[src/gpio_defs.svh]
// Build-time constants for the GPIO block.
// Include in any file that needs pin count, bus widths or register offsets.
// Offsets are byte addresses on the APB side, word aligned.

`ifndef GPIO_DEFS_SVH
`define GPIO_DEFS_SVH

// default pin count
`define GPIO_WIDTH 12

// APB bus geometry
`define APB_AW 12
`define APB_DW 32

// register map
`define REG_IN_VAL  12'h000     // read-only, masked pins
`define REG_IN_EN   12'h004     // input enable, also pin direction
`define REG_OUT_EN  12'h008
`define REG_OUT_VAL 12'h00C
`define REG_IE      12'h010     // interrupt enable
`define REG_IP      12'h014     // interrupt pending

`endif

[src/gpio_pkg.sv]
// Shared types for the GPIO block and its testbench.
// Import with a wildcard in the module header.

`include "gpio_defs.svh"

package gpio_pkg;

    // one APB data word
    typedef logic [`APB_DW-1:0] bus_word_t;

    // pin vector at the default pin count
    typedef logic [`GPIO_WIDTH-1:0] pin_vec_t;

    // register index, same as word address bits 4:2
    typedef enum logic [2:0] {
        idx_in_val  = 3'd0,
        idx_in_en   = 3'd1,
        idx_out_en  = 3'd2,
        idx_out_val = 3'd3,
        idx_ie      = 3'd4,
        idx_ip      = 3'd5,
        idx_invalid = 3'd7     // anything outside the map
    } gpio_reg_e;

endpackage

[src/apb_slave_port.sv]
// APB slave front end.
// Turns each APB transfer into a single-cycle register request and
// holds the access phase until the register file answers.
// Address, direction and write data are captured in the setup phase.

`include "gpio_defs.svh"

module apb_slave_port
    import gpio_pkg::*;
(
    input  logic               i_clk,
    input  logic               i_nrst,
    input  logic               i_psel,
    input  logic               i_penable,
    input  logic               i_pwrite,
    input  logic [`APB_AW-1:0] i_paddr,
    input  bus_word_t          i_pwdata,
    output bus_word_t          o_prdata,
    output logic               o_pready,
    output logic               o_pslverr,
    output logic               o_req_valid,
    output logic [`APB_AW-1:0] o_req_addr,
    output logic               o_req_write,
    output bus_word_t          o_req_wdata,
    input  logic               i_resp_valid,
    input  bus_word_t          i_resp_rdata,
    input  logic               i_resp_err
);

    typedef enum logic [1:0] {
        st_idle    = 2'd0,
        st_request = 2'd1,
        st_wait    = 2'd2
    } port_state_e;

    port_state_e       state;
    port_state_e       state_nxt;
    logic              setup_phase;
    logic [`APB_AW-1:0] addr_q;
    logic              write_q;
    bus_word_t         wdata_q;

    assign setup_phase = i_psel && !i_penable;

    always_comb begin
        state_nxt = state;
        case (state)
            st_idle: begin
                if (setup_phase) begin
                    state_nxt = st_request;
                end
            end
            st_request: begin
                state_nxt = st_wait;     // request lasts one cycle only
            end
            st_wait: begin
                if (i_resp_valid) begin
                    state_nxt = st_idle;
                end
            end
            default: begin
                state_nxt = st_idle;
            end
        endcase
    end

    always_ff @(posedge i_clk or negedge i_nrst) begin
        if (!i_nrst) begin
            state <= st_idle;
        end else begin
            state <= state_nxt;
        end
    end

    // transfer attributes captured once per transfer
    always_ff @(posedge i_clk) begin
        if (state == st_idle && setup_phase) begin
            addr_q  <= i_paddr;
            write_q <= i_pwrite;
            wdata_q <= i_pwdata;
        end
    end

    assign o_req_valid = (state == st_request);
    assign o_req_addr  = addr_q;
    assign o_req_write = write_q;
    assign o_req_wdata = wdata_q;

    // completion comes straight from the registered response
    assign o_pready  = (state == st_wait) && i_resp_valid;
    assign o_pslverr = o_pready && i_resp_err;
    assign o_prdata  = o_pready ? i_resp_rdata : '0;

    // master must not raise penable outside a selected transfer
    a_penable_needs_psel: assert property (
        @(posedge i_clk) disable iff (!i_nrst)
        i_penable |-> i_psel
    );

    // each request is answered in the next cycle and never repeated
    a_req_single_pulse: assert property (
        @(posedge i_clk) disable iff (!i_nrst)
        o_req_valid |=> (!o_req_valid && i_resp_valid)
    );

endmodule

[src/gpio_regs.sv]
// GPIO register file behind the APB slave port.
// Holds pin direction, output value and interrupt state, samples the pins
// through the input enables and answers each request one cycle later.
// Pending bits set on a rising edge of a sampled input.

`include "gpio_defs.svh"

module gpio_regs
    import gpio_pkg::*;
#(
    parameter int width = `GPIO_WIDTH
) (
    input  logic               i_clk,
    input  logic               i_nrst,
    input  logic               i_req_valid,
    input  logic [`APB_AW-1:0] i_req_addr,
    input  logic               i_req_write,
    input  bus_word_t          i_req_wdata,
    input  logic [width-1:0]   i_gpio,
    output logic               o_resp_valid,
    output bus_word_t          o_resp_rdata,
    output logic               o_resp_err,
    output logic [width-1:0]   o_gpio,
    output logic [width-1:0]   o_gpio_dir,
    output logic [width-1:0]   o_irq
);

    logic [width-1:0] in_val;
    logic [width-1:0] in_prev;     // previous sample for edge detect
    logic [width-1:0] in_en;
    logic [width-1:0] out_en;
    logic [width-1:0] out_val;
    logic [width-1:0] ie;
    logic [width-1:0] ip;

    gpio_reg_e        reg_idx;
    logic             wr_en;
    logic [width-1:0] wr_bits;
    logic [width-1:0] rise;
    bus_word_t        rd_word;

    // byte address to register index with the low two bits ignored
    function automatic gpio_reg_e decode_reg(input logic [`APB_AW-1:0] addr);
        logic [`APB_AW-1:0] word_addr;
        word_addr = {addr[`APB_AW-1:2], 2'b00};
        case (word_addr)
            `REG_IN_VAL:  decode_reg = idx_in_val;
            `REG_IN_EN:   decode_reg = idx_in_en;
            `REG_OUT_EN:  decode_reg = idx_out_en;
            `REG_OUT_VAL: decode_reg = idx_out_val;
            `REG_IE:      decode_reg = idx_ie;
            `REG_IP:      decode_reg = idx_ip;
            default:      decode_reg = idx_invalid;
        endcase
    endfunction

    assign reg_idx = decode_reg(i_req_addr);
    assign wr_en   = i_req_valid && i_req_write;
    assign wr_bits = i_req_wdata[width-1:0];
    assign rise    = in_val & ~in_prev;     // 0 to 1 on a masked input

    always_comb begin
        rd_word = '0;     // unmapped reads return zero
        case (reg_idx)
            idx_in_val:  rd_word[width-1:0] = in_val;
            idx_in_en:   rd_word[width-1:0] = in_en;
            idx_out_en:  rd_word[width-1:0] = out_en;
            idx_out_val: rd_word[width-1:0] = out_val;
            idx_ie:      rd_word[width-1:0] = ie;
            idx_ip:      rd_word[width-1:0] = ip;
            default: begin
            end
        endcase
    end

    // software writable registers
    always_ff @(posedge i_clk or negedge i_nrst) begin
        if (!i_nrst) begin
            in_en   <= '1;     // all pins start as inputs
            out_en  <= '0;
            out_val <= '0;
            ie      <= '0;
        end else if (wr_en) begin
            case (reg_idx)
                idx_in_en:   in_en   <= wr_bits;
                idx_out_en:  out_en  <= wr_bits;
                idx_out_val: out_val <= wr_bits;
                idx_ie:      ie      <= wr_bits;
                default: begin
                end
            endcase
        end
    end

    // pin sampling and interrupt capture
    always_ff @(posedge i_clk or negedge i_nrst) begin
        if (!i_nrst) begin
            in_val  <= '0;
            in_prev <= '0;
            ip      <= '0;
        end else begin
            in_val  <= i_gpio & in_en;
            in_prev <= in_val;
            if (wr_en && reg_idx == idx_ip) begin
                ip <= wr_bits;     // software write beats a new edge
            end else begin
                ip <= ip | rise;
            end
        end
    end

    // response one cycle after the request
    always_ff @(posedge i_clk or negedge i_nrst) begin
        if (!i_nrst) begin
            o_resp_valid <= 1'b0;
            o_resp_err   <= 1'b0;
        end else begin
            o_resp_valid <= i_req_valid;
            o_resp_err   <= i_req_valid && (reg_idx == idx_invalid);
        end
    end

    always_ff @(posedge i_clk) begin
        if (i_req_valid) begin
            o_resp_rdata <= rd_word;
        end
    end

    assign o_gpio     = out_val;
    assign o_gpio_dir = in_en;     // 1 means input
    assign o_irq      = ie & ip;

    // no new request arrives while a response is out
    a_resp_no_overlap: assert property (
        @(posedge i_clk) disable iff (!i_nrst)
        o_resp_valid |-> !i_req_valid
    );

endmodule

[src/gpio_top.sv]
// GPIO block with an APB slave interface.
// The slave port turns bus transfers into register requests,
// the register file drives the pins and the interrupt lines.

`include "gpio_defs.svh"

module gpio_top
    import gpio_pkg::*;
#(
    parameter int width = `GPIO_WIDTH
) (
    input  logic               i_clk,
    input  logic               i_nrst,
    input  logic               i_psel,
    input  logic               i_penable,
    input  logic               i_pwrite,
    input  logic [`APB_AW-1:0] i_paddr,
    input  bus_word_t          i_pwdata,
    output bus_word_t          o_prdata,
    output logic               o_pready,
    output logic               o_pslverr,
    input  logic [width-1:0]   i_gpio,
    output logic [width-1:0]   o_gpio,
    output logic [width-1:0]   o_gpio_dir,
    output logic [width-1:0]   o_irq
);

    // request and response between port and registers
    logic               req_valid;
    logic [`APB_AW-1:0] req_addr;
    logic               req_write;
    bus_word_t          req_wdata;
    logic               resp_valid;
    bus_word_t          resp_rdata;
    logic               resp_err;

    apb_slave_port u_apb (
        .i_clk        (i_clk),
        .i_nrst       (i_nrst),
        .i_psel       (i_psel),
        .i_penable    (i_penable),
        .i_pwrite     (i_pwrite),
        .i_paddr      (i_paddr),
        .i_pwdata     (i_pwdata),
        .o_prdata     (o_prdata),
        .o_pready     (o_pready),
        .o_pslverr    (o_pslverr),
        .o_req_valid  (req_valid),
        .o_req_addr   (req_addr),
        .o_req_write  (req_write),
        .o_req_wdata  (req_wdata),
        .i_resp_valid (resp_valid),
        .i_resp_rdata (resp_rdata),
        .i_resp_err   (resp_err)
    );

    gpio_regs #(
        .width (width)
    ) u_regs (
        .i_clk        (i_clk),
        .i_nrst       (i_nrst),
        .i_req_valid  (req_valid),
        .i_req_addr   (req_addr),
        .i_req_write  (req_write),
        .i_req_wdata  (req_wdata),
        .i_gpio       (i_gpio),
        .o_resp_valid (resp_valid),
        .o_resp_rdata (resp_rdata),
        .o_resp_err   (resp_err),
        .o_gpio       (o_gpio),
        .o_gpio_dir   (o_gpio_dir),
        .o_irq        (o_irq)
    );

endmodule

[config.mk]
export PLATFORM = sky130hd
export DESIGN_NAME = gpio_top
export DESIGN_NICKNAME = d
export VERILOG_FILES = /design/src/gpio_pkg.sv /design/src/apb_slave_port.sv /design/src/gpio_regs.sv /design/src/gpio_top.sv
export VERILOG_INCLUDE_DIRS = /design/src /design/src/src
export SDC_FILE = /design/constraint.sdc
export NUM_CORES = 1
export LEC_CHECK = 0
export BUFFER_PORTS_ARGS = -buffer_cell sky130_fd_sc_hd__buf_2
export CAP_MARGIN = 40
export CORE_UTILIZATION = 54
export DETAILED_ROUTE_END_ITERATION = 12
export PLACE_DENSITY = 0.8
export SLEW_MARGIN = 0
export SYNTH_ARGS = -nofsm -noshare
export SYNTH_HDL_FRONTEND = slang
export SYNTH_SLANG_ARGS = --single-unit
[constraint.sdc]
create_clock -name i_clk -period 4.2 [get_ports i_clk]
set_input_delay 0.21 -clock i_clk [delete_from_list [all_inputs] [get_ports i_clk]]
set_output_delay 0.21 -clock i_clk [all_outputs]
set_load 0.02 [all_outputs]
==> metrics.cfg, run 1 <==
[run_status]
status=finished clean

[synthesis]
synth_cell_type_count=51
synth_ff_type=dfrtp_1
synth-edff-count=35
avgSynthCellArea_um2=12.8
yosysTopAreaCellShare_pct=34.6
ys_warn_count=0
synth_area_um2=5500
synth-seq-cells=123
synth-seq-area-share_pct=59.5
ys_async_sr_fraction_pct=71.5
synth_area_leader_cell=dfrtp_1
synth_area_leaders=dfrtp_1 35%, edfxtp_1 19%, mux2_2 6.6%, dfstp_2 5.7%, and2_1 4.3%
netlist_instances=428

[critical_path]
path_cells=or4_1, nor2_4, nand3b_1, ha_1, or3b_2, inv_2, and4b_1, buf_4, mux2_1
worstSetupEndpointType=flop
required_ns=4.61
slowest_stage=or4_1
crit_path_start_kind=flop
worstPathMaxFanout=11
arrival_ns=3.88
cpPeakStageDelay_ns=0.79
crit_type=flop to flop

[cells_and_area]
seqCellArea_um2=3270
synthToLayoutAreaGrowth_pct=29.3
mostFrequentLayoutCell=buf_2
mostFrequentLayoutCells=87 x buf_2, 76 x dfrtp_1, 38 x and2_1, 38 x dlygate4sd3_1, 35 x edfxtp_1
multi_input_area_um2=1970
fin_cells=719
postLayoutCellArea_um2=7100
fillerInstances=648
antenna_cells=0
fin_nets=635
layout-drive-gt1-share_pct=34.8

[clocking]
numCtsBuffers=17
clk_pin_slew_worst_paths_ns=0.06
cts.sinks=123
cts_resized=0
cts_tree=yes
clkLatencyLatePin_ns=0.53
cts_buffer_depth=2
htreeDepth=4
root_buffer=clkbuf_8

[drt]
antenna_left=0
drtIter0Drc=398
drc=0
wire_per_inst_um=18.5
dr_total_vias=4008
firstDrtPassIters=5
totalWireLength_um=13300
viasPerCell=5.57

[sta]
slew_headroom_pct=53.6
drv_slew=0
whs_ns=0.155
fin_crit_ns=3.47
finalCritPeriodShare_pct=82.6
hold_viol=0
final.setup.tns_ns=0
fmax_ghz=0.288
grt_setup_unrepaired=no
skew_ns=0.00991
worst_slew_pin_slew_ns=0.686
finalSetupViolations=0

[power]
power.density_nw_per_um2=426
power_mw=3.03
leakage_nw=3.32
ir_drop_v=0.000288

[global_route]
grt.total_usage_pct=27.1
antenna_found_initial=0
grt_pass1_wl_um=20500
overflow=0
grt_pass1_vias=3955
grt_max_degree=61

[die]
die_w_um=103
io_pins=131
die-area_um2=10600
fp-row-count=36
core-area_um2=9820
die_y_um=103
initial_core_util_pct=56.0

[place]
hpwl_um=8220
dpl.cell_count=649
gp_congestion=0.853
io_buffer_count=88
place_area_um2=6110

[min_path]
worst_hold_path_type=input port to asynchronous set/reset pin

[run]
cap_violations=0

[kinds of logic after synthesis]
group | count (synthesis) | synth area share, %
buffers and inverters | 61 | 6.03
AO/OA/AOI/OAI | 80 | 9.54
other | 1 | 0.0682
flip-flops | 123 | 59.5
AND/OR/NAND/NOR | 98 | 11.2
adder cells (fa/ha/maj) | 1 | 0.228
multiplexers | 64 | 13.4
[synth_stat cells (all sizes together), types with 6 or more instances]
| cell | count |
|---|---|
| dfstp | 12 |
| and2 | 38 |
| clkbuf | 8 |
| o2bb2ai | 8 |
| a22oi | 10 |
| buf | 32 |
| nor4 | 6 |
| o31ai | 6 |
| a31oi | 6 |
| edfxtp | 35 |
| nand2 | 9 |
| dfrtp | 76 |
| mux2i | 16 |
| a21oi | 33 |
| nor2 | 15 |
| inv | 21 |
| mux2 | 48 |
| o21ai | 6 |
[repair_timing]
item                      4_1_cts  5_1_grt
hold endpoints to repair       64        0
hold buffers                   38        0
setup buffers                   0        0
[power by group]
part | leakage (nW) | internal, mW | switching (mW)
combinational | 1.50 | 0.0810 | 0.113
sequential | 1.51 | 1.29 | 0.0429
clock | 0.307 | 0.999 | 0.502
[flip-flops by register name, indices dropped and copies added (netlist names)]
register	count
u_regs.in_val	12
u_regs.ip	12
u_regs.o_resp_valid	1
u_regs.o_resp_rdata	12
u_regs.o_resp_err	1
u_regs.out_en	12
u_apb.o_req_write	1
u_regs.ie	12
u_regs.o_gpio	12
u_regs.o_gpio_dir	12
u_apb.o_req_addr	10
u_apb.o_req_wdata	12
u_apb.state	2
u_regs.in_prev	12
[critical path: cells and delay by family, from the launching register on]
| family | cells | cell delay, ns |
|---|---|---|
| buffers and inverters | 2 | 0.32 |
| and+or+nand+nor | 5 | 1.86 |
| DFF | 1 | 0.41 |
| adders and majority gates | 1 | 0.38 |
| muxes | 1 | 0.37 |
[metrics by stage]
step | setup slack (ns) | util, %
after floorplan | 0.807 | -
after global placement | 0.955 | 61.9
after CTS | 0.775 | 72.3
after global routing | 0.660 | 72.3
final | 0.729 | 72.3
after detailed placement | 0.791 | 62.2
[cell type report]
| class | count | area share [%] |
|---|---|---|
| Clock buffer | 25 | 7.12 |
| Tap cell | 133 | 2.34 |
| Inverter | 21 | 1.11 |
| Timing Repair Buffer | 147 | 14.1 |
| Clock inverter | 7 | 1.55 |
| Multi-Input combinational cell | 263 | 27.8 |
| Sequential cell | 123 | 46.0 |
[metal layers]
layer	up-vias	GRT usage (%)	part of all wire, %
li1	1798	-	-
met1	1952	34.7	41
met2	230	43.0	49
met3	28	8.61	7.8
met4	0	11.1	2.3
met5	-	0	0
[final timing paths]
path                                startpoint              endpoint  slack [ns]  cells after the start
min reg2reg                   u_regs.in_val[2]     u_regs.in_prev[2]        0.40                      0
max reg2reg                u_apb.o_req_addr[6]      u_regs.out_en[5]        0.73                      9
min                                     i_nrst          u_regs.ip[8]        0.16                      2
max in group asynchronous               i_nrst  u_regs.o_gpio_dir[0]        3.38                      3
max                        u_apb.o_req_addr[6]      u_regs.out_en[5]        0.73                      9
min in group i_clk                 i_pwdata[2]  u_apb.o_req_wdata[2]        0.39                      2
No activity file was read; power rests on OpenSTA's default activity.
==> run 2, diff against run 1 <==
Settings changed: CORE_UTILIZATION 54 to 48, PLACE_DENSITY 0.8 to 0.76.
Clock period 4.2 ns to 2.85 ns, I/O delays scaled along.
==> metrics.cfg, run 2 (synthesis gave the netlist of run 1 again) <==
[run_status]
status=finished clean  ; unchanged

[global_route]
grt_max_degree=68  ; was 61
grt_pass1_vias=3877  ; was 3,955
grt.total_usage_pct=24.2  ; was 27.1%
grt_pass1_wl_um=20700  ; was 20,500 µm
overflow=0  ; unchanged
antenna_found_initial=0  ; unchanged

[clocking]
root_buffer=clkbuf_16  ; was clkbuf_8
clkLatencyLatePin_ns=0.42  ; was 0.53 ns
clk_pin_slew_worst_paths_ns=0.05  ; was 0.06 ns
numCtsBuffers=17  ; unchanged
cts_tree=yes  ; unchanged
cts_buffer_depth=2  ; unchanged
post_cts_buffers=0  ; unchanged
htreeDepth=4  ; unchanged
cts.sinks=123  ; unchanged

[critical_path]
path_cells=or4_4, nor2_4, nand3b_1, ha_2, a211oi_2, o31ai_1  ; was or4_1, nor2_4, nand3b_1, ha_1, or3b_2, inv_2, and4b_1, buf_4, mux2_1
endpoint=u_regs.o_resp_rdata[11]  ; was u_regs.out_en[5]
cpLargestDelayFamily=compound AO/OA/AOI/OAI gates  ; was simple AND/OR/NAND/NOR gates
crit_path_start_kind=flop  ; unchanged
crit_type=flop to flop  ; unchanged
startpoint=u_apb.o_req_addr[8]  ; was u_apb.o_req_addr[6]
slowest_stage=a211oi_2  ; was or4_1
rr_endpoint=u_regs.o_resp_rdata[11]  ; was u_regs.out_en[5]
cpPeakStageDelay_ns=0.73  ; was 0.79 ns
r2r-start=u_apb.o_req_addr[8]  ; was u_apb.o_req_addr[6]
r2r_slack_ns=0.12  ; was 0.73 ns
path_buf_inv=0  ; was 2
worstSetupEndpointType=flop  ; unchanged
worstRegToRegCells=6  ; was 9
required_ns=2.97  ; was 4.61 ns
crit_cells=6  ; was 9
worstPathMaxFanout=12  ; was 11
arrival_ns=2.85  ; was 3.88 ns

[cells_and_area]
seqCellArea_um2=3270  ; unchanged
layout-drive-gt1-share_pct=36.1  ; was 34.8%
mostFrequentLayoutCell=buf_2  ; unchanged
fin_cells=732  ; was 719
multi_input_area_um2=2000  ; was 1970 µm²
mostFrequentLayoutCells=87 x buf_2, 76 x dfrtp_1, 38 x and2_1, 38 x dlygate4sd3_1, 35 x edfxtp_1  ; unchanged
postLayoutCellArea_um2=7180  ; was 7100 µm²
synthToLayoutAreaGrowth_pct=30.6  ; was 29.3%
fin_nets=641  ; was 635
fillerInstances=768  ; was 648
finalCoreUtilization_pct=65.4  ; was 72.3%
antenna_cells=0  ; unchanged

[drt]
firstDrtPassIters=5  ; unchanged
wire_per_inst_um=17.9  ; was 18.5 µm
drc=0  ; unchanged
dr_total_vias=3944  ; was 4,008
totalWireLength_um=13100  ; was 13,300 µm
antenna_left=0  ; unchanged
viasPerCell=5.39  ; was 5.57
drtIter0Drc=345  ; was 398

[place]
io_buffer_count=88  ; unchanged
hpwl_um=8310  ; was 8220 µm
place_area_um2=6180  ; was 6110 µm²
dpl.cell_count=662  ; was 649
gp_congestion=0.867  ; was 0.853

[sta]
grt_setup_unrepaired=no  ; unchanged
fmax_ghz=0.366  ; was 0.288 GHz
fin_crit_ns=2.73  ; was 3.47 ns
skew_ns=0.00844  ; was 0.00991 ns
slew_headroom_pct=38.4  ; was 53.6%
drv_slew=0  ; unchanged
worst_slew_pin_slew_ns=0.923  ; was 0.686 ns
finalCritPeriodShare_pct=95.8  ; was 82.6%
hold_viol=0  ; unchanged
finalSetupViolations=0  ; unchanged

[power]
power_mw=4.42  ; was 3.03 mW
ir_drop_v=0.000384  ; was 0.000288 V
leakage_nw=3.33  ; was 3.32 nW
power.density_nw_per_um2=616  ; was 426 nW/µm²

[die]
initial_core_util_pct=50.0  ; was 56.0%
io_pins=131  ; unchanged
core-area_um2=11000  ; was 9820 µm²
fp-row-count=38  ; was 36
die_y_um=109  ; was 103 µm
die-area_um2=11900  ; was 10,600 µm²
die_w_um=109  ; was 103 µm

[run]
cap_violations=0  ; unchanged

[min_path]
worst_hold_path_type=input port to asynchronous set/reset pin  ; unchanged

-- run 2: cell types whose count changed in the layout (fill, tap and decap cells not counted), sizes merged --
cell,previous run,this run
buf,109,115
clkinvlp,0,5
clkbuf,25,22
bufinv,3,2
clkinv,4,3
-- run 2: stage by stage --
stage / hold WS (ns) / TNS [ns] / worst slack, ns
after global placement: 0.292 / 0 / 0.156
final: 0.372 / 0 / 0.121
after global routing: 0.403 / 0 / 0.0279
after detailed placement: 0.301 / 0 / 0.0967
after floorplan: -0.153 / -2.95 / -0.146
after CTS: 0.390 / 0 / 0.0577
-- run 2: layer usage --
metal	vias up	share of wire [%]	GRT usage, %	wire (µm)
li1	1807	-	-	-
met3	30	6.1	7.05	804
met4	0	2.9	11.2	379
met1	1937	43	31.2	5640
met5	-	0	0	0
met2	170	48	37.7	6280
-- run 2: layout make-up --
cell class | instances | area share (%)
timing repair buffer | 153 | 14.6
sequential | 123 | 45.5
inverter | 21 | 1.10
tap | 140 | 2.44
multi-input combinational | 263 | 27.8
clock buffer | 22 | 6.92
clock inverter | 10 | 1.57
-- run 2: where the power goes --
part	switching, mW	internal (mW)
clock	0.754	1.41
combinational	0.169	0.125
sequential	0.0626	1.90
total	0.985	3.43
-- run 2: repair_timing --
item                       CTS  global route
setup endpoints to repair    0            20
hold buffers                38             0
hold endpoints to repair    92             0
gates resized for setup      0             2
-- run 2: worst min path at each step --
stage | startpoint | to | slack (ns) | cells after the start
4_1_cts | i_psel | u_apb.o_req_wdata[7] | 0.39 | 3
2_1_floorplan | i_nrst | u_apb.state[0] | -0.15 | 0
3_3_place_gp | i_nrst | u_regs.in_prev[9] | 0.29 | 1
6_report | i_nrst | u_regs.in_val[9] | 0.37 | 2
3_5_place_dp | i_nrst | u_regs.in_val[8] | 0.30 | 1
5_1_grt | u_regs.in_val[1] | u_regs.in_prev[1] | 0.40 | 0
